### config.mk
export PLATFORM = sky130hd
export DESIGN_NAME = wisc_hazard
export DESIGN_NICKNAME = d
export VERILOG_FILES = /design/src/verilog/wisc_pkg.sv /design/src/verilog/wisc_hazard.sv
export SDC_FILE = /design/constraint.sdc
export NUM_CORES = 1
export LEC_CHECK = 0
export BUFFER_PORTS_ARGS = -buffer_cell sky130_fd_sc_hd__buf_2
export CAP_MARGIN = 20
export CELL_PAD_IN_SITES_DETAIL_PLACEMENT = 0
export CELL_PAD_IN_SITES_GLOBAL_PLACEMENT = 1
export CORE_UTILIZATION = 25
export DETAILED_ROUTE_END_ITERATION = 8
export PLACE_DENSITY = 0.81
export SLEW_MARGIN = 40
export SYNTH_ARGS = -nofsm -noshare
export SYNTH_HDL_FRONTEND = slang
export SYNTH_SLANG_ARGS = --single-unit
### constraint.sdc
create_clock -name vclk -period 1.8
set_input_delay 0.36 -clock vclk [all_inputs]
set_output_delay 0.36 -clock vclk [all_outputs]
set_load 0.02 [all_outputs]
### src/verilog/wisc_pkg.sv
package wisc_pkg;

	localparam int WORD_W = 16;
	localparam int REG_AW = 4;

	// opcodes of the kept subset, encodings as in the full WISC ISA
	localparam logic [3:0] OP_ADD = 4'd0;
	localparam logic [3:0] OP_SUB = 4'd1;
	localparam logic [3:0] OP_XOR = 4'd3;
	localparam logic [3:0] OP_SLL = 4'd4;
	localparam logic [3:0] OP_SRA = 4'd5;
	localparam logic [3:0] OP_ROR = 4'd6;
	localparam logic [3:0] OP_LW  = 4'd8;
	localparam logic [3:0] OP_SW  = 4'd9;
	localparam logic [3:0] OP_LHB = 4'd10;
	localparam logic [3:0] OP_LLB = 4'd11;
	localparam logic [3:0] OP_B   = 4'd12;
	localparam logic [3:0] OP_HLT = 4'd15;

	// branch condition codes
	localparam logic [2:0] CC_NE = 3'd0;
	localparam logic [2:0] CC_EQ = 3'd1;
	localparam logic [2:0] CC_GT = 3'd2;
	localparam logic [2:0] CC_LT = 3'd3;
	localparam logic [2:0] CC_GE = 3'd4;
	localparam logic [2:0] CC_LE = 3'd5;
	localparam logic [2:0] CC_OV = 3'd6;
	localparam logic [2:0] CC_UN = 3'd7;

	// bit positions in the flag word
	localparam int FLAG_Z = 0;
	localparam int FLAG_V = 1;
	localparam int FLAG_N = 2;

	// execute operand sources
	localparam logic [1:0] FWD_REG = 2'd0;
	localparam logic [1:0] FWD_WB  = 2'd1;
	localparam logic [1:0] FWD_MEM = 2'd2;

endpackage

### src/verilog/wisc_hazard.sv
module wisc_hazard (
	input  logic [wisc_pkg::REG_AW-1:0] idex_rs_i,
	input  logic [wisc_pkg::REG_AW-1:0] idex_rt_i,
	input  logic [wisc_pkg::REG_AW-1:0] exmem_rd_i,
	input  logic [wisc_pkg::REG_AW-1:0] memwb_rd_i,
	input  logic [wisc_pkg::REG_AW-1:0] ifid_rs_i,
	input  logic [wisc_pkg::REG_AW-1:0] ifid_rt_i,
	input  logic                        exmem_we_i,
	input  logic                        memwb_we_i,
	input  logic                        idex_load_i,
	output logic [1:0]                  fwd_a_o,
	output logic [1:0]                  fwd_b_o,
	output logic                        stall_o
);

	// the younger result in EX/MEM takes priority over MEM/WB
	function automatic logic [1:0] fwd_sel(input logic [wisc_pkg::REG_AW-1:0] src);
		if (exmem_we_i && exmem_rd_i != '0 && exmem_rd_i == src) begin
			return wisc_pkg::FWD_MEM;
		end else if (memwb_we_i && memwb_rd_i != '0 && memwb_rd_i == src) begin
			return wisc_pkg::FWD_WB;
		end
		return wisc_pkg::FWD_REG;
	endfunction

	assign fwd_a_o = fwd_sel(idex_rs_i);
	assign fwd_b_o = fwd_sel(idex_rt_i);

	// for a load, the rt field names the destination register
	assign stall_o = idex_load_i && idex_rt_i != '0 &&
		(idex_rt_i == ifid_rs_i || idex_rt_i == ifid_rt_i);

endmodule

==> impl_metrics.env <==
export IMPL_outcome="complete, no violations"
export IMPL_synth_area_per_cell_um2=7.763
export IMPL_setup_worst_path_start_class="input port"
export IMPL_synth_largest_type_area_fraction_pct=35.90
export IMPL_max_cap_violations=0
export IMPL_cp_data_arrival_time_ps=1380
export IMPL_hold_worst_slack_ps=1049
export IMPL_synth_mux_area_share_pct=0
export IMPL_synth_fp_nets=71
export IMPL_design_core_area_um2=1186
export IMPL_place_gp_congestion=0.7654
export IMPL_number_of_input_and_output_port_buffers_inserted=32
export IMPL_post_route_period_util_pct=96.50
export IMPL_post_cts_setup_buffers=0
export IMPL_clock_buffer_count_in_the_final_layout=0
export IMPL_worst_hold_path_type="in -> out"
export IMPL_synth_compound_area_share_pct=18.32
export IMPL_synth_cell_type_count=16
export IMPL_power_density_nw_per_um2=237.1
export IMPL_antenna_cells_inserted=0
export IMPL_report_final_setup_viol=0
export IMPL_timing_worst_slew_pin_value_ps=343.3
export IMPL_first_iter_violations=3
export IMPL_area_sequential_um2=0
export IMPL_layout_cells_most_common="sky130_fd_sc_hd__buf_2"
export IMPL_grt_setup_unrepaired="no"
export IMPL_global_route_wire_length_before_repair_um=1311
export IMPL_syn_cell_area_um2=341.6
export IMPL_netlist_instances=44
export IMPL_die_width_um=38.97
export IMPL_hold_violations=0
export IMPL_maxClockFrequency_mhz=575.7
export IMPL_critPathMaxFanout=3
export IMPL_worst_path_buf_inv=2
export IMPL_area_growth_syn_to_layout_pct=49.08
export IMPL_route_final_wire_length_um=890
export IMPL_fin_tns_setup_ps=0
export IMPL_finalNetCount=102
export IMPL_vias_in_the_first_global_route=325
export IMPL_max_vdd_ir_drop_mv=0.07741
export IMPL_synth_xor_xnor_area_share_pct=61.54
export IMPL_post_synth_fa_ha_maj_area_fraction_pct=0
export IMPL_die_area_um2=1518
export IMPL_max_slew_margin_rel_pct=76.86
export IMPL_globalRouteTotalUtil_pct=12.07
export IMPL_yosys_area_share_simple_pct=15.02
export IMPL_cp_data_required_time_ps=1440
export IMPL_synth_largest_area_cell="sky130_fd_sc_hd__xnor2_1"
export IMPL_power_static_leakage_nw=0.2443
export IMPL_cp_slowest_stage_delay_ps=420
export IMPL_sequential_element_share_of_the_synthesized_area_pct=0
export IMPL_synth_top_cells_by_area="sky130_fd_sc_hd__xnor2_1 36%, sky130_fd_sc_hd__xor2_1 26%, sky130_fd_sc_hd__o41ai_2 4.8%"
export IMPL_placedCellCount=87
export IMPL_yosys_warnings=0
export IMPL_route_detailed_drc=0
export IMPL_finalMaxSlewViolations=0
export IMPL_number_of_sequential_cells=0
export IMPL_finish_cell_count_without_fillers=87
export IMPL_final_layout_size_suffix_gt1_share_pct=47.95
export IMPL_core_rowCount=12
export IMPL_gr_total_overflow=0
export IMPL_cp_slowest_cell="sky130_fd_sc_hd__o41ai_2"
export IMPL_holdBufCountCts=0
export IMPL_worstSetupEndpointType="output pin"
export IMPL_synth_top_family_by_area="XOR/XNOR gates"
export IMPL_critical_path_class="in -> out"
export IMPL_post_drt_via_cell_ratio=4.552
export IMPL_start_util_pct=28.80
export IMPL_fin_crit_ps=1737
export IMPL_antenna_violating_nets_post_route=0
export IMPL_overall_via_count_from_detail_route=396
export IMPL_maximum_number_of_pins_on_one_net_before_global_route_repair=6
export IMPL_total_iterations_of_the_first_detailed_routing_run=2
export IMPL_fp_dieH_um=38.97
export IMPL_timing_critical_path_max_delay_family="compound AO/OA/AOI/OAI gates"
export IMPL_cp_cell_sequence="buf_2 > o41ai_2 > or3_1 > o211a_1 > buf_2"
export IMPL_avgRoutedWirePerCell_um=10.23
export IMPL_antenna_found_initial=0
export IMPL_layout_cells_most_common_list="32 x sky130_fd_sc_hd__buf_2, 14 x sky130_fd_sc_hd__xnor2_1, 10 x sky130_fd_sc_hd__xor2_1, 3 x sky130_fd_sc_hd__nand2_1"
export IMPL_number_of_ports_placed_on_the_die_boundary=32
export IMPL_place_detailed_hpwl_um=816.9
export IMPL_postCtsResizedCells=0
export IMPL_critical_path_most_common_cell="sky130_fd_sc_hd__buf_2"
[Yosys cell counts]
library cell                n
sky130_fd_sc_hd__xnor2_1   14
sky130_fd_sc_hd__xor2_1    10
sky130_fd_sc_hd__nand2_1    3
sky130_fd_sc_hd__buf_2      2
sky130_fd_sc_hd__clkbuf_1   2
sky130_fd_sc_hd__nand4_1    2
sky130_fd_sc_hd__nor4_1     2
sky130_fd_sc_hd__a21oi_1    1
sky130_fd_sc_hd__nor2_1     1
sky130_fd_sc_hd__nor3_1     1
sky130_fd_sc_hd__o211a_1    1
sky130_fd_sc_hd__o311a_2    1
sky130_fd_sc_hd__o41a_1     1
sky130_fd_sc_hd__o41ai_1    1
sky130_fd_sc_hd__o41ai_2    1
sky130_fd_sc_hd__or3_1      1
[cell families (layout without fill, tap and decap cells)]
family,count (synthesis),in the layout
buf+inv,4,33
simple gates,10,10
compound gates,6,6
xor+xnor,24,24
[metal layers]
layer | up-vias | track usage (%) | part of all wire [%]
met5 | - | 0 | 0
li1 | 212 | - | -
met2 | 16 | 21.25 | 46
met3 | 0 | 0 | 5.8
met4 | 0 | 0 | 0
met1 | 168 | 17.23 | 48
[power by group]
group          total, mW  internal (mW)  switching, mW
combinational      0.121         0.0624         0.0583
clock                  0              0              0
sequential             0              0              0
[path summary, 6_finish.rpt]
check	start	to	slack (ps)	depth (start not counted)
setup / recovery	exmem_rd_i[0]	fwd_a_o[0]	60	5
hold / removal	idex_load_i	stall_o	1050	4
[layout make-up]
| type | count | area, um^2 |
|---|---|---|
| repair buffers | 33 | 167.7 |
| multi-input cells | 40 | 324.1 |
| fillers | 137 | 676.9 |
| well taps | 14 | 17.52 |
[per-stage QoR]
stage          power [mW]  util (%)  cell area [um^2]  setup slack (ps)
2_1_floorplan     0.07039         -             341.6             178.0
4_1_cts            0.1221     42.93             509.2             58.18
3_5_place_dp       0.1215     42.93             509.2             55.30
3_3_place_gp       0.1205     42.93             509.2             74.23
5_1_grt            0.1319     42.93             509.2             13.34
6_report           0.1207     42.93             509.2             62.99
Note: power is estimated with default switching activity, not from simulation.
