### src/verilog/wisc_pkg.sv
package wisc_pkg;

	localparam int WORD_W = 16;
	localparam int REG_AW = 4;

	// opcodes of the kept subset, encodings as in the full WISC ISA
	localparam logic [3:0] OP_ADD = 4'd0;
	localparam logic [3:0] OP_SUB = 4'd1;
	localparam logic [3:0] OP_XOR = 4'd3;
	localparam logic [3:0] OP_SLL = 4'd4;
	localparam logic [3:0] OP_SRA = 4'd5;
	localparam logic [3:0] OP_ROR = 4'd6;
	localparam logic [3:0] OP_LW  = 4'd8;
	localparam logic [3:0] OP_SW  = 4'd9;
	localparam logic [3:0] OP_LHB = 4'd10;
	localparam logic [3:0] OP_LLB = 4'd11;
	localparam logic [3:0] OP_B   = 4'd12;
	localparam logic [3:0] OP_HLT = 4'd15;

	// branch condition codes
	localparam logic [2:0] CC_NE = 3'd0;
	localparam logic [2:0] CC_EQ = 3'd1;
	localparam logic [2:0] CC_GT = 3'd2;
	localparam logic [2:0] CC_LT = 3'd3;
	localparam logic [2:0] CC_GE = 3'd4;
	localparam logic [2:0] CC_LE = 3'd5;
	localparam logic [2:0] CC_OV = 3'd6;
	localparam logic [2:0] CC_UN = 3'd7;

	// bit positions in the flag word
	localparam int FLAG_Z = 0;
	localparam int FLAG_V = 1;
	localparam int FLAG_N = 2;

	// execute operand sources
	localparam logic [1:0] FWD_REG = 2'd0;
	localparam logic [1:0] FWD_WB  = 2'd1;
	localparam logic [1:0] FWD_MEM = 2'd2;

endpackage

### src/verilog/wisc_branch.sv
module wisc_branch (
	input  logic        clk_i,
	input  logic        rst_n_i,
	input  logic [2:0]  flags_i,
	input  logic [2:0]  flags_we_i,
	input  logic [3:0]  op_i,
	input  logic [2:0]  ccode_i,
	input  logic [15:0] pc_i,
	input  logic [8:0]  offset_i,
	output logic        taken_o,
	output logic [15:0] target_o
);

	logic [2:0] flags_q;
	logic       z;
	logic       v;
	logic       n;
	logic       cond;

	// each flag keeps its value until an instruction that owns it writes it
	always_ff @(posedge clk_i or negedge rst_n_i) begin
		if (!rst_n_i) begin
			flags_q <= '0;
		end else begin
			for (int i = 0; i < 3; i++) begin
				if (flags_we_i[i]) begin
					flags_q[i] <= flags_i[i];
				end
			end
		end
	end

	assign z = flags_q[wisc_pkg::FLAG_Z];
	assign v = flags_q[wisc_pkg::FLAG_V];
	assign n = flags_q[wisc_pkg::FLAG_N];

	always_comb begin
		case (ccode_i)
			wisc_pkg::CC_NE: cond = !z;
			wisc_pkg::CC_EQ: cond = z;
			wisc_pkg::CC_GT: cond = !z && !n;
			wisc_pkg::CC_LT: cond = n;
			wisc_pkg::CC_GE: cond = z || !n;
			wisc_pkg::CC_LE: cond = n || z;
			wisc_pkg::CC_OV: cond = v;
			wisc_pkg::CC_UN: cond = 1'b1;
			default:         cond = 1'b0;
		endcase
	end

	assign taken_o  = (op_i == wisc_pkg::OP_B) && cond;
	assign target_o = pc_i + 16'd2 + {{6{offset_i[8]}}, offset_i, 1'b0};

endmodule

### config.mk
export PLATFORM = sky130hd
export DESIGN_NAME = wisc_branch
export DESIGN_NICKNAME = d
export VERILOG_FILES = /design/src/verilog/wisc_pkg.sv /design/src/verilog/wisc_branch.sv
export SDC_FILE = /design/constraint.sdc
export NUM_CORES = 1
export LEC_CHECK = 0
export ABC_AREA = 1
export BUFFER_PORTS_ARGS = -buffer_cell sky130_fd_sc_hd__buf_4
export CAP_MARGIN = 20
export CORE_UTILIZATION = 42
export CTS_BUF_LIST = sky130_fd_sc_hd__clkbuf_4 sky130_fd_sc_hd__clkbuf_8 sky130_fd_sc_hd__clkbuf_16
export DETAILED_ROUTE_END_ITERATION = 7
export GPL_TIMING_DRIVEN = 0
export PLACE_DENSITY = 0.72
export RECOVER_POWER = 25
export SYNTH_ARGS = -nofsm -noshare
export SYNTH_HDL_FRONTEND = slang
export SYNTH_SLANG_ARGS = --single-unit
### constraint.sdc
create_clock -name clk_i -period 6.85 [get_ports clk_i]
set_input_delay 1.7125 -clock clk_i [delete_from_list [all_inputs] [get_ports clk_i]]
set_output_delay 1.7125 -clock clk_i [all_outputs]
set_load 0.1 [all_outputs]
==> flow_metrics.tcl <==
set metrics [dict create \
    outcome "finished clean" \
    min_path_type "reg2reg" \
    synth_top_area_share 0.292 \
    synth_seq_area_share 0.0649 \
    synth_fp_nets 255 \
    cap_violations 0 \
    dp_hpwl_um 2220 \
    cp_slowest_cell "fa_1" \
    fp.dieW_um 54.5 \
    cp-end-kind "primary output" \
    crit_fanout 4 \
    synth_cell_types 25 \
    io-pin-count 57 \
    crit_required_ns 5.14 \
    reg_top3 "flags_q: 3 flops" \
    reg2reg_slack_ns 6.09 \
    critPathMaxStageDelay_ns 0.41 \
    cts_buffers 3 \
    grt_pass1_vias 1187 \
    syn_to_final_growth_pct 41.2 \
    gp_congestion 0.824 \
    period_share 0.785 \
    final_util 0.642 \
    p_clk_frac 0.090 \
    ctsHoldBuffers 0 \
    multi_input_area_sq_um 955 \
    synth_top_area_cell "ha_1" \
    p_switching_mw 0.253 \
    clock_sinks 3 \
    initial_core_util 0.455 \
    insertion_delay_ns 0.23 \
    largest_register_ff_count 3 \
    antenna_found_initial 0 \
    path_cells "buf_4, ha_1, ha_1, inv_1, fa_1, inv_2, nand3_1, nand3_1, nand3_1, nand3_1, nand2_1, nand2_1, buf_4" \
    post_cts_buffers 0 \
    ys_ff_latch 3 \
    portBuffers 55 \
    nNetsFinal 315 \
    via_per_inst 4.70 \
    regArea_sq_um 75.1 \
    critPathArrivalTime_ns 3.67 \
    drc 0 \
    regMostFlops "flags_q" \
    vdd_drop_max_mv 0.220 \
    cts_resized 0 \
    diodes 0 \
    power_frac_seq 0.054 \
    die_h_um 54.5 \
    num_rows 18 \
    dieArea_sq_mm 0.00297 \
    maxSlewHeadroom 0.815 \
    setup_tns_ns 0 \
    clk_path_buf_depth 2 \
    crit_type "in2out" \
    p_int_mw 0.129 \
    ys_warn_count 0 \
    critPathMostFrequentCell "nand3_1" \
    start_kind "primary input" \
    slew_violations 0 \
    syn_area_sq_mm 0.00116 \
    htree_levels 1 \
    post_drt_wl_per_cell_um 9.01 \
    grt_usage 0.199 \
    post-route-min-period_ns 5.38 \
    leakagePower_nw 0.991 \
    vias 1296 \
    netlist_top_cells_area "ha_1 (29%), nand2_1 (18%), inv_1 (9.7%), dfrtp_1 (6.5%), nand3_1 (5.6%)" \
    hold_violations 0 \
    cts-root-buf "clkbuf_4" \
    fillCellCount 268 \
    drt-pass1-iter-count 4 \
    grt_overflow 0 \
    tightestPinTransition_ns 0.280 \
    synth_area_per_cell_sq_um 6.19 \
    detail-route-antenna-nets 0 \
    powerDensity_mw_per_mm2 234 \
    tritoncts "done" \
    setup_viol 0 \
    drive_gt1_frac 0.280 \
    max_freq_mhz 186 \
    swShare 0.663 \
    drt_iter0_markers 18 \
    syn_inst 187 \
    grt_pass1_wl_um 4490 \
    wirelength_um 2490 \
    skew_ns 0 \
    combPwrFrac 0.856 \
    clk_pin_slew_ns 0.04 \
    core_area_sq_mm 0.00254 \
    rsz0062_at_grt "false" \
    grt_max_degree 8 \
]
## metal layers
metal	global-route usage	vias to the layer above	share of wire
li1	-	719	-
met1	0.254	542	0.51
met2	0.374	35	0.45
met3	0.00833	0	0.042
met4	0.0256	0	0
met5	0	-	0
## placed cells by master, fill, tap and decap left out, types with 2 or more instances in the layout
cell type / netlist / layout
nor2_2: 2 / 2
mux2_2: 2 / 2
nand3_1: 13 / 13
nand2_1: 56 / 56
xnor2_1: 6 / 6
o22ai_1: 2 / 2
buf_4: 1 / 53
nor2_1: 16 / 16
dfrtp_1: 3 / 3
nand2_2: 4 / 4
inv_1: 30 / 30
nand4_1: 4 / 4
xor2_1: 3 / 3
ha_1: 27 / 27
clkbuf_4: 0 / 6
a21oi_1: 8 / 8
## final cells by class
type | instances | share of cell area
plain buffers | 1 | 0.00459
clock buffers | 4 | 0.0184
inverters | 32 | 0.0735
multi-input cells | 151 | 0.584
flip-flops and latches | 3 | 0.0459
well taps | 30 | 0.0230
repair buffers | 55 | 0.250
## critical path, delay by kind of cell
kind | cells | cell delay [ns]
buf+inv | 4 | 0.55
fa+ha+maj | 3 | 0.90
simple gates | 6 | 0.52
## synthesized netlist by cell type (all sizes together)
library cell,n
nand3,14
fa,1
xnor2,6
nand2,60
o21bai,1
or2,1
and2,1
clkinv,1
inv,31
nor2,18
ha,27
nor3,1
o22ai,2
o21ai,2
dfrtp,3
mux2,2
nand4,4
a21oi,8
xor2,3
buf,1
## stage by stage
step	cells	worst slack [ns]	cell area, sq um	power [mW]	hold WS, ns
6_report	276	1.47	1630	0.382	0.509
5_1_grt	276	1.35	1630	0.409	0.541
2_1_floorplan	187	0.615	1160	0.279	0.482
3_5_place_dp	272	1.46	1610	0.348	0.506
3_3_place_gp	272	1.48	1610	0.348	0.510
4_1_cts	276	1.46	1640	0.386	0.514
## final timing paths
kind / startpoint / endpoint / depth (start not counted)
worst max register to register: flags_q[2]$_DFFE_PN0P_ / flags_q[2]$_DFFE_PN0P_ / 1
max in group asynchronous: rst_n_i / flags_q[0]$_DFFE_PN0P_ / 1
min in group asynchronous: rst_n_i / flags_q[1]$_DFFE_PN0P_ / 1
worst max-delay path: pc_i[2] / target_o[14] / 13
worst min register to register: flags_q[1]$_DFFE_PN0P_ / flags_q[1]$_DFFE_PN0P_ / 1
worst min-delay path: flags_q[1]$_DFFE_PN0P_ / flags_q[1]$_DFFE_PN0P_ / 1
## logic make-up (layout without fill, tap and decap cells)
group / after synthesis / count (layout) / share of synthesized area
XOR/XNOR: 9 / 9 / 0.0681
AND/OR/NAND/NOR: 99 / 99 / 0.368
AO/OA/AOI/OAI: 13 / 13 / 0.0605
flip-flops: 3 / 3 / 0.0649
multiplexers: 2 / 2 / 0.0195
adder cells (fa/ha/maj): 28 / 28 / 0.309
buffers and inverters: 33 / 92 / 0.110
## power by group through the flow
stage / registers (mW) / logic (mW) / clock network, mW
after floorplan: 0.0205 / 0.259 / 0
after global placement: 0.0208 / 0.327 / 0
after detailed placement: 0.0207 / 0.328 / 0
after CTS: 0.0205 / 0.329 / 0.0361
after global routing: 0.0208 / 0.351 / 0.0378
final: 0.0205 / 0.327 / 0.0344
No activity file was read; power rests on OpenSTA's default activity.
