**src/verilog/wisc_pkg.sv**
```systemverilog
package wisc_pkg;

	localparam int WORD_W = 16;
	localparam int REG_AW = 4;

	// opcodes of the kept subset, encodings as in the full WISC ISA
	localparam logic [3:0] OP_ADD = 4'd0;
	localparam logic [3:0] OP_SUB = 4'd1;
	localparam logic [3:0] OP_XOR = 4'd3;
	localparam logic [3:0] OP_SLL = 4'd4;
	localparam logic [3:0] OP_SRA = 4'd5;
	localparam logic [3:0] OP_ROR = 4'd6;
	localparam logic [3:0] OP_LW  = 4'd8;
	localparam logic [3:0] OP_SW  = 4'd9;
	localparam logic [3:0] OP_LHB = 4'd10;
	localparam logic [3:0] OP_LLB = 4'd11;
	localparam logic [3:0] OP_B   = 4'd12;
	localparam logic [3:0] OP_HLT = 4'd15;

	// branch condition codes
	localparam logic [2:0] CC_NE = 3'd0;
	localparam logic [2:0] CC_EQ = 3'd1;
	localparam logic [2:0] CC_GT = 3'd2;
	localparam logic [2:0] CC_LT = 3'd3;
	localparam logic [2:0] CC_GE = 3'd4;
	localparam logic [2:0] CC_LE = 3'd5;
	localparam logic [2:0] CC_OV = 3'd6;
	localparam logic [2:0] CC_UN = 3'd7;

	// bit positions in the flag word
	localparam int FLAG_Z = 0;
	localparam int FLAG_V = 1;
	localparam int FLAG_N = 2;

	// execute operand sources
	localparam logic [1:0] FWD_REG = 2'd0;
	localparam logic [1:0] FWD_WB  = 2'd1;
	localparam logic [1:0] FWD_MEM = 2'd2;

endpackage

```
**src/verilog/wisc_alu.sv**
```systemverilog
module wisc_alu (
	input  logic [3:0]  op_i,
	input  logic [15:0] a_i,
	input  logic [15:0] b_i,
	input  logic [15:0] imm_i,
	output logic [15:0] result_o,
	output logic [15:0] addr_o,
	output logic [2:0]  flags_o,
	output logic [2:0]  flags_we_o
);

	logic [15:0] sum;
	logic [15:0] diff;
	logic        add_ov;
	logic        sub_ov;
	logic        ov;
	logic [3:0]  shamt;
	logic [31:0] rot_full;

	assign sum    = a_i + b_i;
	assign diff   = a_i - b_i;
	assign add_ov = (a_i[15] == b_i[15]) && (sum[15] != a_i[15]);
	assign sub_ov = (a_i[15] != b_i[15]) && (diff[15] != a_i[15]);
	assign shamt  = imm_i[3:0];
	assign rot_full = {a_i, a_i} >> shamt;

	// word address with bit 0 dropped, offset counts halfwords
	assign addr_o = {a_i[15:1], 1'b0} + {imm_i[14:0], 1'b0};

	always_comb begin
		result_o   = '0;
		flags_we_o = '0;
		ov         = 1'b0;
		case (op_i)
			wisc_pkg::OP_ADD: begin
				// on overflow the result clamps toward the sign of the operands
				result_o   = add_ov ? (a_i[15] ? 16'h8000 : 16'h7fff) : sum;
				ov         = add_ov;
				flags_we_o = '1;
			end
			wisc_pkg::OP_SUB: begin
				result_o   = sub_ov ? (a_i[15] ? 16'h8000 : 16'h7fff) : diff;
				ov         = sub_ov;
				flags_we_o = '1;
			end
			wisc_pkg::OP_XOR: begin
				result_o                   = a_i ^ b_i;
				flags_we_o[wisc_pkg::FLAG_Z] = 1'b1;
			end
			wisc_pkg::OP_SLL: begin
				result_o                   = a_i << shamt;
				flags_we_o[wisc_pkg::FLAG_Z] = 1'b1;
			end
			wisc_pkg::OP_SRA: begin
				result_o                   = $signed(a_i) >>> shamt;
				flags_we_o[wisc_pkg::FLAG_Z] = 1'b1;
			end
			wisc_pkg::OP_ROR: begin
				result_o                   = rot_full[15:0];
				flags_we_o[wisc_pkg::FLAG_Z] = 1'b1;
			end
			wisc_pkg::OP_LLB: result_o = {a_i[15:8], imm_i[7:0]};
			wisc_pkg::OP_LHB: result_o = {imm_i[7:0], a_i[7:0]};
			default: ;
		endcase
	end

	assign flags_o[wisc_pkg::FLAG_Z] = (result_o == '0);
	assign flags_o[wisc_pkg::FLAG_V] = ov;
	assign flags_o[wisc_pkg::FLAG_N] = result_o[15];

endmodule

```
**config.mk**
```make
export PLATFORM = sky130hd
export DESIGN_NAME = wisc_alu
export DESIGN_NICKNAME = d
export VERILOG_FILES = /design/src/verilog/wisc_pkg.sv /design/src/verilog/wisc_alu.sv
export SDC_FILE = /design/constraint.sdc
export NUM_CORES = 1
export LEC_CHECK = 0
export ABC_AREA = 1
export BUFFER_PORTS_ARGS = -buffer_cell sky130_fd_sc_hd__buf_2
export CAP_MARGIN = 10
export CORE_ASPECT_RATIO = 1.25
export CORE_MARGIN = 2
export CORE_UTILIZATION = 40
export DETAILED_ROUTE_END_ITERATION = 7
export PLACE_DENSITY = 0.58
export SETUP_SLACK_MARGIN = 0.15
export SYNTH_ARGS = -nofsm -noshare
export SYNTH_HDL_FRONTEND = slang
export SYNTH_SLANG_ARGS = --single-unit
export TNS_END_PERCENT = 10
```
**constraint.sdc**
```tcl
create_clock -name vclk -period 3.34
set_input_delay 0.167 -clock vclk [all_inputs]
set_output_delay 0.167 -clock vclk [all_outputs]
set_load 0.01 [all_outputs]
```
==> results of run 1 <==
[report_power, final]
group | switching, W | internal [W] | leakage [nW]
Sequential | 0 | 0 | 0
Combinational | 0.000852 | 0.000563 | 4.40
Clock | 0 | 0 | 0
[layer usage]
metal	vias up	wire length, µm
met3	126	2150
met2	440	11500
li1	3829	-
met1	3495	9590
met4	0	2030
met5	-	0
[worst paths after layout]
| check | endpoint | slack, ns |
|---|---|---|
| max | flags_o[0] | -0.18 |
| min | flags_we_o[2] | 0.61 |
[worst max-delay path, stage by stage]
cell     delay [ns]
buf_6          0.10
inv_4          0.05
ha_4           0.21
nand2_4        0.09
inv_2          0.04
nand2_2        0.07
nand2_2        0.08
a21oi_2        0.21
nand2_2        0.09
a21o_1         0.18
a21oi_2        0.18
fa_1           0.45
nand2_2        0.10
nand2_2        0.07
nand2_4        0.11
inv_4          0.06
o21ai_2        0.17
nand3_2        0.10
inv_1          0.06
nand4_1        0.12
nor2_2         0.15
nand2_1        0.09
nor2_2         0.09
nand2_1        0.06
nor2_1         0.11
buf_2          0.14
[per-stage QoR]
stage | utilization [%] | worst slack, ns
final | 55.2 | -0.182
after global routing | 55.2 | -0.349
after CTS | 53.7 | -0.0628
after detailed placement | 49.0 | -0.448
after global placement | 49.0 | -0.372
after floorplan | - | 0.222
[cell families (layout without fill, tap and decap cells)]
logic type	count (synthesis)	in the layout	share of synthesized area, %
compound gates	92	92	10.0
simple gates	734	734	58.8
fa+ha+maj	48	48	11.6
xor+xnor	21	21	3.39
other cells	1	1	0.0691
buf+inv	196	379	16.1
[area by class of cell]
cell class	instances	area, µm²	share of cell area (%)
multi-input cells	896	4920	67.4
inverters	152	596	8.16
repair buffers	227	1570	21.5
well taps	171	214	2.93
[cell usage after synthesis (all sizes together) (3+ instances only)]
library cell and number:
nor3 4, nor2 96, o211ai 4, and2 3
buf 38, nand3 190, nand4 13, ha 44
clkbuf 6, inv 152, nand2 424, a21oi 53
fa 4, or2 3, o21ai 27, xor2 19
[what timing repair did]
action,4_1_cts,5_1_grt
endpoints found under the setup margin,16,16
setup buffers,44,6
pin swaps,30,37
gates resized for setup,62,53
==> flow_summary_export.csv, run 1 <==
group,metric,value,unit
place,dp.cells,1396,
run_status,status,"finished, violations left",
yosys,synth_area,5430,µm²
cts,hold_buffers,0,
routing,post_drt_wl_per_cell,17.4,µm
global_routing,grt_overflow_total,0,
yosys,netlist_top_cells_area,"nand2_1 (28%), nand3_1 (17%), ha_1 (10%)",
timing,rsz0062_at_grt,"true",
hold_path,hold_path_startpoint,"op_i[1]",
power,peakVddDrop,0.110,mV
timing,max_freq,284,MHz
routing,drc_errors,0,
cells_and_area,layout_commonest_cell,"nand2_1",
job,maxCapViolations,0,
global_routing,grt_usage,33.9,%
timing,timing.final.hold_violations,0,
setup_path,path_max_fanout,5,
timing,fin_ws,-0.182,ns
place,placed_area,6480,µm²
floorplanning,io_pins,90,
global_routing,use_met1,43.1,%
cells_and_area,finalInstanceArea,7300,µm²
power,power.leakage,4.40,nW
setup_path,worstSetupPathType,"primary input to primary output",
cells_and_area,fin_cells,1446,
yosys,ys_seq_area_share,0,%
place,gp_congestion,1.04,
floorplanning,start_util,41.0,%
global_routing,grt_max_degree,39,
timing,setup_viol,5,
yosys,netlist-cell-type-count,38,
yosys,postSynthAreaPerCell,4.97,µm²
routing,drt_iter0_markers,866,
hold_path,hold-path-cell-count,3,
timing,period_needed,3.52,ns
setup_path,worst_ep_arrival_time,3.36,ns
cells_and_area,syn2layout_area_growth,34.6,%
timing,whs,0.610,ns
setup_path,startpoint_type,"primary input",
yosys,syn-num-nets,1192,
yosys,post-synth-top-area-cell,"nand2_1",
floorplanning,rows,47,
power,p_per_area,194,nW/µm²
place,portBuffers,88,
cells_and_area,layout.nets,1377,
yosys,yosysWarnings,0,
setup_path,crit_start,"b_i[8]",
cells_and_area,layout-drive-gt1-share,30.3,%
floorplanning,die_area,14500,µm²
routing,antenna_left,0,
yosys,synth_cells,1092,
timing,tns,-0.470,ns
cells_and_area,sequential_cell_area,0,µm²
cells_and_area,fill_cells,1419,
place,dp_hpwl,19100,µm
routing,wl,25200,µm
floorplanning,die_w,108,µm
hold_path,hold_path_class,"primary input to primary output",
cells_and_area,layout_common_cells,"nand2_1 (371), nand3_1 (171), buf_4 (137)",
global_routing,antenna_found_initial,0,
floorplanning,die_h,134,µm
global_routing,grt_pass1_wl,38700,µm
timing,final_max_slew_viol_count,0,
setup_path,critPathRequiredTime,3.17,ns
cells_and_area,n_clock_buffer,0,
setup_path,end_kind,"primary output",
timing,worst_slew_pin_slew,0.786,ns
floorplanning,core_area,13200,µm²
run_status,violations,"negative setup slack",
routing,drt_pass1_iterations,6,
power,power,0.00142,W
yosys,yosysTopAreaCellShare,27.5,%
global_routing,met3_usage,2.77,%
global_routing,busiest_layer,"met2",
routing,via_per_inst,5.46,
routing,num_vias,7890,
cells_and_area,seq_cell_count,0,
cells_and_area,num_antenna_cells,0,
global_routing,use_met2,54.5,%
timing,slew_headroom,47.4,%
global_routing,grt_pass1_vias,7441,
timing,finalCritPeriodShare,105,%
(Power assumes the default switching activity.)
==> run 2, diff against run 1 <==
--- a/config.mk
+++ b/config.mk
@@ -8,11 +8,13 @@
 export ABC_AREA = 1
 export BUFFER_PORTS_ARGS = -buffer_cell sky130_fd_sc_hd__buf_2
 export CAP_MARGIN = 10
+export CELL_PAD_IN_SITES_DETAIL_PLACEMENT = 0
+export CELL_PAD_IN_SITES_GLOBAL_PLACEMENT = 1
 export CORE_ASPECT_RATIO = 1.25
 export CORE_MARGIN = 2
-export CORE_UTILIZATION = 40
+export CORE_UTILIZATION = 39
 export DETAILED_ROUTE_END_ITERATION = 7
-export PLACE_DENSITY = 0.58
+export PLACE_DENSITY = 0.83
 export SETUP_SLACK_MARGIN = 0.15
 export SYNTH_ARGS = -nofsm -noshare
 export SYNTH_HDL_FRONTEND = slang
==> constraint.sdc (replaced) <==
create_clock -name vclk -period 3.34
set_input_delay 0.334 -clock vclk [all_inputs]
set_output_delay 0.334 -clock vclk [all_outputs]
set_load 0.01 [all_outputs]
==> run 2 against run 1 <==
Compared with the run above: largest cell class unchanged; clock-buffer cell count unchanged; first-iteration DRC count is 17% lower; sequential cell count unchanged; die area is 2.5% higher; fmax down 6.4%; the run still ends with negative setup slack left; core utilization is 3.5 points lower; total power decreased by 4.7%; non-clock buffer count shrank 41; critical path type unchanged; final cell count fell by 2.6%; critical path depth is the same.
==> flow_summary_export.csv, run 2 (same netlist as run 1, synthesis figures left out) <==
group,metric,value,unit
floorplanning,start_util,39.6,%
setup_path,worst_ep_arrival_time,3.43,ns
routing,num_vias,7516,
job,maxCapViolations,0,
global_routing,grt_pass1_wl,36300,µm
global_routing,grt_max_degree,39,
cells_and_area,syn2layout_area_growth,30.5,%
floorplanning,die_area,14900,µm²
power,p_seq_share,0,%
place,gp_congestion,1.01,
timing,setup_viol,16,
setup_path,startpoint_type,"primary input",
hold_path,hold-path-cell-count,3,
cells_and_area,layout.nets,1336,
routing,post_drt_wl_per_cell,16.6,µm
timing,max_freq,266,MHz
power,sw_frac_of_total,60.8,%
floorplanning,die_h,136,µm
setup_path,end_kind,"primary output",
floorplanning,rows,48,
global_routing,grt_overflow_total,0,
cells_and_area,num_antenna_cells,0,
timing,tns,-3.82,ns
cells_and_area,sequential_cell_area,0,µm²
place,dp_hpwl,19600,µm
place,portBuffers,88,
cells_and_area,layout_commonest_cell,"nand2_1",
cells_and_area,n_clock_buffer,0,
power,peakVddDrop,0.111,mV
power,combPwrFrac,100.0,%
timing,fin_ws,-0.424,ns
global_routing,grt_pass1_vias,6962,
floorplanning,core_area,13700,µm²
hold_path,hold_path_class,"primary input to primary output",
power,intPower,0.000529,W
power,power.leakage,4.23,nW
timing,rsz0062_at_grt,"true",
cts,hold_buffers,0,
routing,drc_errors,0,
timing,timing.final.hold_violations,0,
timing,finalCritPeriodShare,113,%
cells_and_area,seq_cell_count,0,
routing,drt_iter0_markers,719,
floorplanning,die_w,109,µm
routing,antenna_left,0,
cells_and_area,layout_common_cells,"nand2_1 (372), nand3_1 (176), inv_1 (111)",
global_routing,antenna_found_initial,0,
run_status,status,"finished, violations left",
setup_path,path_max_fanout,6,
run_status,violations,"negative setup slack",
routing,wl,23400,µm
global_routing,grt_usage,31.6,%
timing,whs,0.993,ns
power,power_frac_clock,0,%
timing,period_needed,3.76,ns
timing,final_max_slew_viol_count,0,
floorplanning,io_pins,90,
routing,drt_pass1_iterations,5,
power,p_sw,0.000819,W
routing,via_per_inst,5.33,
setup_path,worstSetupPathType,"primary input to primary output",
power,p_per_area,190,nW/µm²
cells_and_area,layout-drive-gt1-share,27.6,%
place,place_ws,-0.656,ns
setup_path,critPathRequiredTime,3.01,ns
-- run 2: changes by cell type in the layout (fill, tap and decap cells not counted), moves of 5 or more --
cell and delta:
buf_2 -5, buf_4 -40, nand2_2 -5, nand3_1 +5, nand3_2 -5, nor2_2 -5
-- run 2: power groups by stage --
stage | logic, W | registers [W] | clock network (W)
global route | 0.00147 | 0 | 0
global placement | 0.00125 | 0 | 0
floorplan | 0.000795 | 0 | 0
detailed placement | 0.00125 | 0 | 0
finish | 0.00135 | 0 | 0
CTS | 0.00129 | 0 | 0
-- run 2: worst max-delay path, cell delays in order --
cell and delay [ns]:
buf_4 0.13, inv_4 0.05, ha_4 0.21, nand2_1 0.08
nand2_2 0.07, nand2_2 0.08, nand3_2 0.08, nand2_2 0.09
nand2_2 0.06, a21o_1 0.21, a21oi_4 0.20, fa_1 0.45
nand2_2 0.12, nand2_2 0.07, nand2_4 0.10, buf_4 0.13
buf_12 0.10, nand3_1 0.08, nand2_1 0.10, nand3_2 0.09
a21oi_2 0.14, nand2_1 0.08, nor2_1 0.10, nand2_1 0.07
nor2_2 0.09, buf_2 0.13
-- run 2: per-layer routing --
layer	global-route usage (%)	wire length (µm)	vias up
met5	0	0	-
met4	18.6	1660	0
met3	2.73	1320	84
met2	52.1	10700	309
met1	39.7	9710	3384
li1	-	-	3739
-- run 2: final timing paths --
check     from             to
min    op_i[1]  flags_we_o[2]
max     b_i[2]     flags_o[0]
-- run 2: final cells by class --
cell class,count,area (µm²)
multi-input cells,896,4940
repair buffers,186,1320
inverters,152,606
well taps,175,219
fillers,1551,6610
-- run 2: timing repair --
item | 4_1_cts | 5_1_grt
pin swaps | 23 | 52
setup buffers | 3 | 7
setup endpoints to repair | 19 | 19
resized for setup | 39 | 55
-- run 2: stage by stage --
stage / cell area (µm²) / power (W) / instances / utilization, %
6_report: 7080 / 0.00135 / 1409 / 51.7
5_1_grt: 7080 / 0.00147 / 1409 / 51.7
4_1_cts: 6860 / 0.00129 / 1402 / 50.1
3_5_place_dp: 6690 / 0.00125 / 1399 / 48.8
3_3_place_gp: 6690 / 0.00125 / 1399 / 48.8
2_1_floorplan: 5660 / 0.000795 / 1092 / -
