--- src/verilog/wisc_pkg.sv ---
package wisc_pkg;

	localparam int WORD_W = 16;
	localparam int REG_AW = 4;

	// opcodes of the kept subset, encodings as in the full WISC ISA
	localparam logic [3:0] OP_ADD = 4'd0;
	localparam logic [3:0] OP_SUB = 4'd1;
	localparam logic [3:0] OP_XOR = 4'd3;
	localparam logic [3:0] OP_SLL = 4'd4;
	localparam logic [3:0] OP_SRA = 4'd5;
	localparam logic [3:0] OP_ROR = 4'd6;
	localparam logic [3:0] OP_LW  = 4'd8;
	localparam logic [3:0] OP_SW  = 4'd9;
	localparam logic [3:0] OP_LHB = 4'd10;
	localparam logic [3:0] OP_LLB = 4'd11;
	localparam logic [3:0] OP_B   = 4'd12;
	localparam logic [3:0] OP_HLT = 4'd15;

	// branch condition codes
	localparam logic [2:0] CC_NE = 3'd0;
	localparam logic [2:0] CC_EQ = 3'd1;
	localparam logic [2:0] CC_GT = 3'd2;
	localparam logic [2:0] CC_LT = 3'd3;
	localparam logic [2:0] CC_GE = 3'd4;
	localparam logic [2:0] CC_LE = 3'd5;
	localparam logic [2:0] CC_OV = 3'd6;
	localparam logic [2:0] CC_UN = 3'd7;

	// bit positions in the flag word
	localparam int FLAG_Z = 0;
	localparam int FLAG_V = 1;
	localparam int FLAG_N = 2;

	// execute operand sources
	localparam logic [1:0] FWD_REG = 2'd0;
	localparam logic [1:0] FWD_WB  = 2'd1;
	localparam logic [1:0] FWD_MEM = 2'd2;

endpackage

--- src/verilog/wisc_regfile.sv ---
module wisc_regfile (
	input  logic                          clk_i,
	input  logic                          rst_n_i,
	input  logic [wisc_pkg::REG_AW-1:0]   rs_i,
	input  logic [wisc_pkg::REG_AW-1:0]   rt_i,
	input  logic [wisc_pkg::REG_AW-1:0]   rd_i,
	input  logic                          we_i,
	input  logic [wisc_pkg::WORD_W-1:0]   wdata_i,
	output logic [wisc_pkg::WORD_W-1:0]   rs_data_o,
	output logic [wisc_pkg::WORD_W-1:0]   rt_data_o
);

	logic [wisc_pkg::WORD_W-1:0] regs_q [1:(2**wisc_pkg::REG_AW)-1];

	always_ff @(posedge clk_i or negedge rst_n_i) begin
		if (!rst_n_i) begin
			for (int i = 1; i < 2**wisc_pkg::REG_AW; i++) begin
				regs_q[i] <= '0;
			end
		end else if (we_i && rd_i != '0) begin
			regs_q[rd_i] <= wdata_i;
		end
	end

	// the write-back value bypasses the array so decode sees it in the same cycle
	function automatic logic [wisc_pkg::WORD_W-1:0] read_port(
		input logic [wisc_pkg::REG_AW-1:0] idx
	);
		if (idx == '0) begin
			return '0;
		end else if (we_i && idx == rd_i) begin
			return wdata_i;
		end
		return regs_q[idx];
	endfunction

	assign rs_data_o = read_port(rs_i);
	assign rt_data_o = read_port(rt_i);

endmodule

--- config.mk ---
export PLATFORM = sky130hd
export DESIGN_NAME = wisc_regfile
export DESIGN_NICKNAME = d
export VERILOG_FILES = /design/src/verilog/wisc_pkg.sv /design/src/verilog/wisc_regfile.sv
export SDC_FILE = /design/constraint.sdc
export NUM_CORES = 1
export LEC_CHECK = 0
export BUFFER_PORTS_ARGS = -buffer_cell sky130_fd_sc_hd__buf_2
export CORE_MARGIN = 2
export CORE_UTILIZATION = 30
export CTS_CLUSTER_SIZE = 12
export DETAILED_ROUTE_END_ITERATION = 8
export GPL_TIMING_DRIVEN = 0
export PLACE_DENSITY = 0.5
export SLEW_MARGIN = 20
export SYNTH_ARGS = -nofsm -noshare
export SYNTH_HDL_FRONTEND = slang
export SYNTH_SLANG_ARGS = --single-unit
--- constraint.sdc ---
create_clock -name clk_i -period 2.1 [get_ports clk_i]
set_input_delay 0.315 -clock clk_i [delete_from_list [all_inputs] [get_ports clk_i]]
set_output_delay 0.315 -clock clk_i [all_outputs]
set_load 0.01 [all_outputs]
==> out/qor.tcl, run 1 <==
set qor(max-slew-margin-rel) 0.2992
set qor(finish.net_count) 1096
set qor(area_growth_syn_to_layout_pct) 22.36
set qor(finalWirelength_microns) 43640
set qor(clock_skew_ns) 0
set qor(final.period_utilization) 1.276
set qor(slew_viol_final) 0
set qor(wp_data_required_ns) 1.78
set qor(port_buffers) 56
set qor(clock_latency_ns) 0.55
set qor(number_of_cells_traversed_by_the_worst_register_to_register_path) 3
set qor(gr-usage-all-layers) 0.1876
set qor(clk_root_buffer_cell) {sky130_fd_sc_hd__clkbuf_16}
set qor(die-area_sq_um) 46430
set qor(yosys_most_used_dff) {sky130_fd_sc_hd__dfrtp_1}
set qor(finalInstanceArea_sq_um) 16420
set qor(failing_checks) {negative setup slack}
set qor(grt_start_max_net_pins) 82
set qor(synth_fp_nets) 981
set qor(wire_length_of_the_first_global_routing_pass_microns) 65420
set qor(layout_min_cycle_time_ns) 2.680
set qor(clock.fmax_ghz) 0.3732
set qor(drv.max_cap_violation_count) 0
set qor(first_global_vias) 9401
set qor(worstPathMaxFanout) 3
set qor(detailedRoute.firstIterationViolations) 586
set qor(least_margin_pin_slew_ns) 1.047
set qor(worst-setup-path-type) {reg -> out}
set qor(hold_path_end) {regs_q[41]}
set qor(cts_buffers) 28
set qor(drive_above_1_share) 0.6022
set qor(overflow) 0
set qor(post_drt_via_cell_ratio) 5.444
set qor(antenna_cells) 0
set qor(antenna_found_initial) 0
set qor(reg2reg_slack_ns) 1.09
set qor(hold_class) {in -> reg}
set qor(clk_pin_slew_worst_paths_ns) 0.06
set qor(synth_area_per_cell_sq_um) 14.12
set qor(cp-startpoint) {regs_q[142]}
set qor(synth_cells) 950
set qor(die_height_microns) 215.5
set qor(worstPathArrival_ns) 2.36
set qor(largest_register_ffs) 240
set qor(cts-htree-levels) 1
set qor(final_hold_viol_count) 0
set qor(cts.sink_count) 240
set qor(postSynth.asyncResetShare) 1.000
set qor(max-vdd-ir-drop_mv) 0.6683
set qor(drtPass1Iterations) 5
set qor(setup_ws_ns) -0.5795
set qor(count_of_different_cell_masters_after_synthesis) 35
set qor(number_of_setup_violations_in_the_final_report) 32
set qor(rsz0062_at_grt) {yes}
set qor(yosys_warnings) 0
set qor(holdPathStages) 2
set qor(placedInstanceArea_sq_um) 14530
set qor(setup.worst_path.end_class) {primary output}
set qor(hold_slack_ns) 0.1008
set qor(synth_edf_count) 0
set qor(r2r_start) {regs_q[130]}
set qor(reg_top3) {regs_q: 240 flops}
set qor(cts_buffer_depth) 3
set qor(critical_path.startpoint_type) {flop}
set qor(max_flop_register) {regs_q}
set qor(dr_total_vias) 9135
set qor(synth.ff_latch_count) 240
set qor(design.portCount) 63
set qor(tritoncts) {built}
set qor(post-route-util) 0.3712
set qor(synth_seq_area_share) 0.4477
set qor(dp.final_hpwl_microns) 31410
set qor(power_density_nw_per_um2) 971.1
set qor(hold_start) {wdata_i[9]}
set qor(power.static_leakage_nw) 6.787
set qor(floorplan.die.width_microns) 215.5
set qor(gpl.final_weighted_congestion) 0.8378
set qor(run_status) {complete, but fails checks}
set qor(post_drt_wl_per_cell_microns) 26.01
set qor(core_sq_um) 44220
set qor(drcViolationCount) 0
set qor(num_rows) 77
set qor(floorplan.initialDensity) 0.3034
set qor(reg2reg_to) {regs_q[130]}
set qor(ant_nets) 0
set qor(synth_area_sq_um) 13420
[synth_stat cells (4+ instances only)]
cell type                   number  share of area
sky130_fd_sc_hd__o211ai_1        4         0.0022
sky130_fd_sc_hd__buf_2          34          0.013
sky130_fd_sc_hd__a22o_1         15         0.0098
sky130_fd_sc_hd__mux4_1          6          0.012
sky130_fd_sc_hd__mux2i_1        12         0.0090
sky130_fd_sc_hd__nand3b_1        5         0.0028
sky130_fd_sc_hd__dfrtp_1       240           0.45
sky130_fd_sc_hd__a221oi_1       31          0.020
sky130_fd_sc_hd__mux4_2         85           0.14
sky130_fd_sc_hd__mux2_2        281           0.24
sky130_fd_sc_hd__a21oi_1         5         0.0019
sky130_fd_sc_hd__nor2b_1        35          0.016
sky130_fd_sc_hd__a2111oi_0       4         0.0026
sky130_fd_sc_hd__a221o_1        15          0.011
sky130_fd_sc_hd__nor2_1         26         0.0073
sky130_fd_sc_hd__a211oi_1       17         0.0095
sky130_fd_sc_hd__clkbuf_1       44          0.012
sky130_fd_sc_hd__buf_4           4         0.0022
sky130_fd_sc_hd__nand2_1        10         0.0028
sky130_fd_sc_hd__buf_6           7         0.0059
sky130_fd_sc_hd__xor2_1          6         0.0039
sky130_fd_sc_hd__nor3_1         39          0.015
[kinds of logic after synthesis]
family | count (synthesis) | synth area share
muxes | 385 | 0.4001
xor gates and xnor gates | 8 | 0.005223
buffers and inverters | 94 | 0.03693
DFF | 240 | 0.4477
and+or+nand+nor | 132 | 0.05260
AOI/OAI and AO/OA | 91 | 0.05745
[power breakdown]
part           internal (mW)  total [mW]  switching, mW
combinational           2.45        4.17           1.72
clock                   3.16        5.22           2.06
sequential              5.71        6.55          0.837
total                   11.3        15.9           4.62
[timing repair]
item	CTS	global route
hold endpoints to repair	117	0
buffers inserted	22	6
gates cloned	0	0
pin swaps	28	14
hold buffers	1	0
endpoints found under the setup margin	32	32
resized for setup	138	43
[placed cells by master, fill, tap and decap left out, types with 5 or more instances in the layout]
| cell type | n |
|---|---|
| sky130_fd_sc_hd__clkinv_2 | 5 |
| sky130_fd_sc_hd__nor3_1 | 17 |
| sky130_fd_sc_hd__a221oi_1 | 6 |
| sky130_fd_sc_hd__nor2b_1 | 25 |
| sky130_fd_sc_hd__clkbuf_8 | 7 |
| sky130_fd_sc_hd__nor3_2 | 21 |
| sky130_fd_sc_hd__dfrtp_1 | 240 |
| sky130_fd_sc_hd__nor2_1 | 23 |
| sky130_fd_sc_hd__nor2b_2 | 9 |
| sky130_fd_sc_hd__nand2_1 | 10 |
| sky130_fd_sc_hd__clkbuf_16 | 28 |
| sky130_fd_sc_hd__xor2_1 | 6 |
| sky130_fd_sc_hd__a211oi_2 | 11 |
| sky130_fd_sc_hd__a221oi_2 | 19 |
| sky130_fd_sc_hd__mux2i_1 | 12 |
| sky130_fd_sc_hd__a22o_1 | 15 |
| sky130_fd_sc_hd__nand3b_1 | 5 |
| sky130_fd_sc_hd__buf_2 | 77 |
| sky130_fd_sc_hd__clkbuf_2 | 15 |
| sky130_fd_sc_hd__clkbuf_1 | 31 |
| sky130_fd_sc_hd__a21oi_2 | 5 |
| sky130_fd_sc_hd__mux2_2 | 267 |
| sky130_fd_sc_hd__a221oi_4 | 6 |
| sky130_fd_sc_hd__buf_4 | 34 |
| sky130_fd_sc_hd__a221o_1 | 15 |
| sky130_fd_sc_hd__buf_6 | 17 |
| sky130_fd_sc_hd__mux4_2 | 87 |
| sky130_fd_sc_hd__mux2_4 | 15 |
[metal layers]
layer  vias to the layer above  global-route usage  routed length [microns]
li1                       3922                   -                        -
met1                      4934              0.2679                    20260
met2                       229              0.3051                    20660
met3                        50             0.02199                     1874
met4                         0             0.04483                      852
met5                         -                   0                        0
[how the worst max path moves through the flow]
| stage | slack (ns) | cells after the start | to |
|---|---|---|---|
| 2_1_floorplan | 0.02 | 6 | rs_data_o[12] |
| 3_3_place_gp | -3.96 | 1 | regs_q[83] |
| 3_5_place_dp | -1.39 | 8 | rs_data_o[14] |
| 4_1_cts | -0.58 | 6 | rt_data_o[14] |
| 5_1_grt | -0.63 | 6 | rt_data_o[14] |
| 6_report | -0.58 | 6 | rt_data_o[14] |
[area by class of cell]
cell class / count / area, sq um
Fill cell: 4235 / 27810
Multi-Input combinational cell: 616 / 7488
Sequential cell: 240 / 6006
Clock buffer: 41 / 809.5
Tap cell: 592 / 740.7
Timing Repair Buffer: 87 / 610.6
Buffer: 92 / 585.6
Clock inverter: 10 / 175.2
[per-stage QoR]
stage	std cells	total power, mW	TNS, ns	setup slack, ns
after floorplan	950	8.963	0	0.02110
after global placement	1598	10.09	-999.62	-3.957
after detailed placement	1601	10.22	-60.11	-1.388
after CTS	1673	15.90	-15.01	-0.5829
after global routing	1678	16.62	-16.41	-0.6318
final	1678	15.94	-14.49	-0.5795
[critical path, stage by stage (launching register included)]
cell	delay (ns)
sky130_fd_sc_hd__dfrtp_1	0.41
sky130_fd_sc_hd__mux4_2	0.49
sky130_fd_sc_hd__nor2b_2	0.13
sky130_fd_sc_hd__nor3_2	0.08
sky130_fd_sc_hd__a221o_1	0.29
sky130_fd_sc_hd__a22o_1	0.23
sky130_fd_sc_hd__buf_2	0.15
Power figures use the tool's default switching activity.
==> run 2, diff against run 1 <==
CELL_PAD_IN_SITES_DETAIL_PLACEMENT = 1   (was unset)
CELL_PAD_IN_SITES_GLOBAL_PLACEMENT = 1   (was unset)
PLACE_DENSITY = 0.57   (was 0.5)
==> out/qor.tcl, run 2 (synthesis gave the netlist of run 1 again) <==
set qor(die_height_microns) 215.5
set qor(floorplan.initialDensity) 0.3034
set qor(clock_latency_ns) 0.57
set qor(floorplan.die.width_microns) 215.5
set qor(worstPathBufferInverterCount) 1
set qor(r2r_start) {regs_q[141]}
set qor(dp.final_hpwl_microns) 32700
set qor(drtPass1Iterations) 5
set qor(post_drt_via_cell_ratio) 5.399
set qor(gpl.final_weighted_congestion) 0.8111
set qor(tritoncts) {built}
set qor(critical_path.startpoint_type) {flop}
set qor(sw_frac_of_total) 0.2960
set qor(core_sq_um) 44220
set qor(slowest_delay_ns) 0.51
set qor(number_of_setup_violations_in_the_final_report) 32
set qor(power_frac_clock) 0.326
set qor(clk_root_buffer_cell) {sky130_fd_sc_hd__clkbuf_16}
set qor(mostFrequentLayoutCell) {sky130_fd_sc_hd__mux2_2}
set qor(worstPathMaxFanout) 3
set qor(pwr-share-seq) 0.408
set qor(rsz0062_at_grt) {yes}
set qor(wire_length_of_the_first_global_routing_pass_microns) 69230
set qor(cts_buffer_depth) 3
set qor(cts-htree-levels) 1
set qor(cp-endpoint) {rs_data_o[5]}
set qor(finalWirelength_microns) 45570
set qor(largest_register_ffs) 240
set qor(detailedRoute.firstIterationViolations) 527
set qor(final_cell_mix) {269 x sky130_fd_sc_hd__mux2_2, 240 x sky130_fd_sc_hd__dfrtp_1, 87 x sky130_fd_sc_hd__mux4_2}
set qor(gr-usage-all-layers) 0.1981
set qor(layout_min_cycle_time_ns) 2.812
set qor(pint_mw) 11.35
set qor(ant_nets) 0
set qor(drive_above_1_share) 0.6169
set qor(drv.max_cap_violation_count) 0
set qor(overflow) 0
set qor(met3_wire_len_microns) 1531
set qor(area_growth_syn_to_layout_pct) 23.34
set qor(reg2reg_slack_ns) 1.05
set qor(critical_path_cell_count) 5
set qor(clock_skew_ns) 0
set qor(post_drt_wl_per_cell_microns) 27.06
set qor(worstPathArrival_ns) 2.50
set qor(num_rows) 77
set qor(clk_pin_slew_worst_paths_ns) 0.06
set qor(clock.fmax_ghz) 0.3556
set qor(cts_buffers) 29
set qor(final.period_utilization) 1.339
set qor(reg2reg_to) {regs_q[141]}
set qor(finish.net_count) 1101
set qor(cts.sink_count) 240
set qor(dpl_ws_ns) -1.475
set qor(reg_top3) {regs_q: 240 flops}
set qor(setup_ws_ns) -0.7123
set qor(net-switching-power_mw) 4.773
set qor(setup.worst_path.end_class) {primary output}
set qor(max-slew-margin-rel) 0.4342
set qor(final_hold_viol_count) 0
set qor(setup_tns_ns) -15.37
set qor(detail_route_met2_wl_microns) 22070
set qor(top_signal_layer_used) {met4}
set qor(n_fill_cell) 4552
set qor(cp-startpoint) {regs_q[5]}
set qor(grt_start_max_net_pins) 90
set qor(slew_viol_final) 0
set qor(least_margin_pin_slew_ns) 0.8456
set qor(critPathTopFamily) {multiplexers}
set qor(route.layer.met1.wl_microns) 21060
set qor(timing.critical_path.slowest_stage_cell) {sky130_fd_sc_hd__mux4_2}
set qor(post-route-util) 0.3742
set qor(die-area_sq_um) 46430
set qor(wp_data_required_ns) 1.78
set qor(failing_checks) {negative setup slack}
set qor(max-vdd-ir-drop_mv) 0.6392
set qor(dr_total_vias) 9092
set qor(port_buffers) 56
set qor(power.static_leakage_nw) 6.828
set qor(max_flop_register) {regs_q}
set qor(worst-setup-path-type) {reg -> out}
set qor(timing.critical_path.cells) {mux4_2 > mux2_2 > a211oi_2 > nor3_4 > buf_2}
set qor(share_comb_of_total_power) 0.266
set qor(antenna_found_initial) 1
set qor(design.portCount) 63
set qor(first_global_vias) 9783
set qor(drcViolationCount) 0
set qor(hold_class) {in -> reg}
set qor(number_of_cells_traversed_by_the_worst_register_to_register_path) 3
set qor(run_status) {complete, but fails checks}
set qor(power_density_nw_per_um2) 974.6
run 2: cell types whose count changed in the layout (fill, tap and decap cells not counted), sizes merged:
cell	delta
buf	+6
clkinv	-2
bufinv	-1
clkbuf	+1
diode	+1
inv	+1
run 2: power groups by stage:
stage / Sequential, mW / Combinational (mW) / Clock [mW]
after global placement: 6.51 / 3.59 / 0
after global routing: 6.73 / 4.56 / 5.57
final: 6.58 / 4.29 / 5.26
after detailed placement: 6.60 / 3.68 / 0
after floorplan: 6.27 / 2.69 / 0
after CTS: 6.53 / 4.11 / 5.39
run 2: worst min-delay path by stage:
| stage | start | end | cells past startpoint | slack [ns] |
|---|---|---|---|---|
| 2_1_floorplan | rst_n_i | regs_q[0] | 0 | 0.02 |
| 3_3_place_gp | regs_q[189] | regs_q[189] | 1 | 0.50 |
| 3_5_place_dp | rst_n_i | regs_q[232] | 1 | 0.36 |
| 4_1_cts | wdata_i[2] | regs_q[82] | 2 | 0.07 |
| 5_1_grt | wdata_i[2] | regs_q[34] | 2 | 0.1 |
| 6_report | wdata_i[2] | regs_q[82] | 2 | 0.09 |
run 2: routing by layer:
| metal | vias up | global-route usage |
|---|---|---|
| met5 | - | 0 |
| met4 | 0 | 0.04345 |
| met3 | 55 | 0.01889 |
| met2 | 158 | 0.3303 |
| met1 | 4955 | 0.2801 |
| li1 | 3924 | - |
run 2: stage by stage:
stage	area, sq um	hold WS (ns)	total power, mW	std cells
detailed placement	14500	0.3576	10.27	1600
finish	16550	0.08741	16.13	1684
global route	16540	0.09737	16.85	1683
CTS	16230	0.06715	16.02	1676
floorplan	13420	0.01941	8.963	950
global placement	14440	0.4976	10.10	1598
run 2: area by class of cell:
type                            instances  area [sq um]  share of cell area
Multi-Input combinational cell        616          7606              0.4597
Buffer                                 92         598.1             0.03615
Antenna cell                            1         2.502           0.0001512
Tap cell                              592         740.7             0.04477
Clock buffer                           44         852.1             0.05150
Timing Repair Buffer                   91         610.6             0.03690
Clock inverter                          8         130.1            0.007864
Sequential cell                       240          6006              0.3630
run 2: worst register-to-register path: stages, from the launching register on:
cell and delay (ns):
sky130_fd_sc_hd__dfrtp_1 0.42, sky130_fd_sc_hd__buf_4 0.15, sky130_fd_sc_hd__buf_4 0.12, sky130_fd_sc_hd__mux2_2 0.25
run 2: timing repair:
action,4_1_cts,5_1_grt
pin swaps,34,16
setup buffers,25,7
hold buffers,1,0
setup endpoints to repair,32,32
gates resized for setup,143,55
endpoints found under the hold margin,76,0
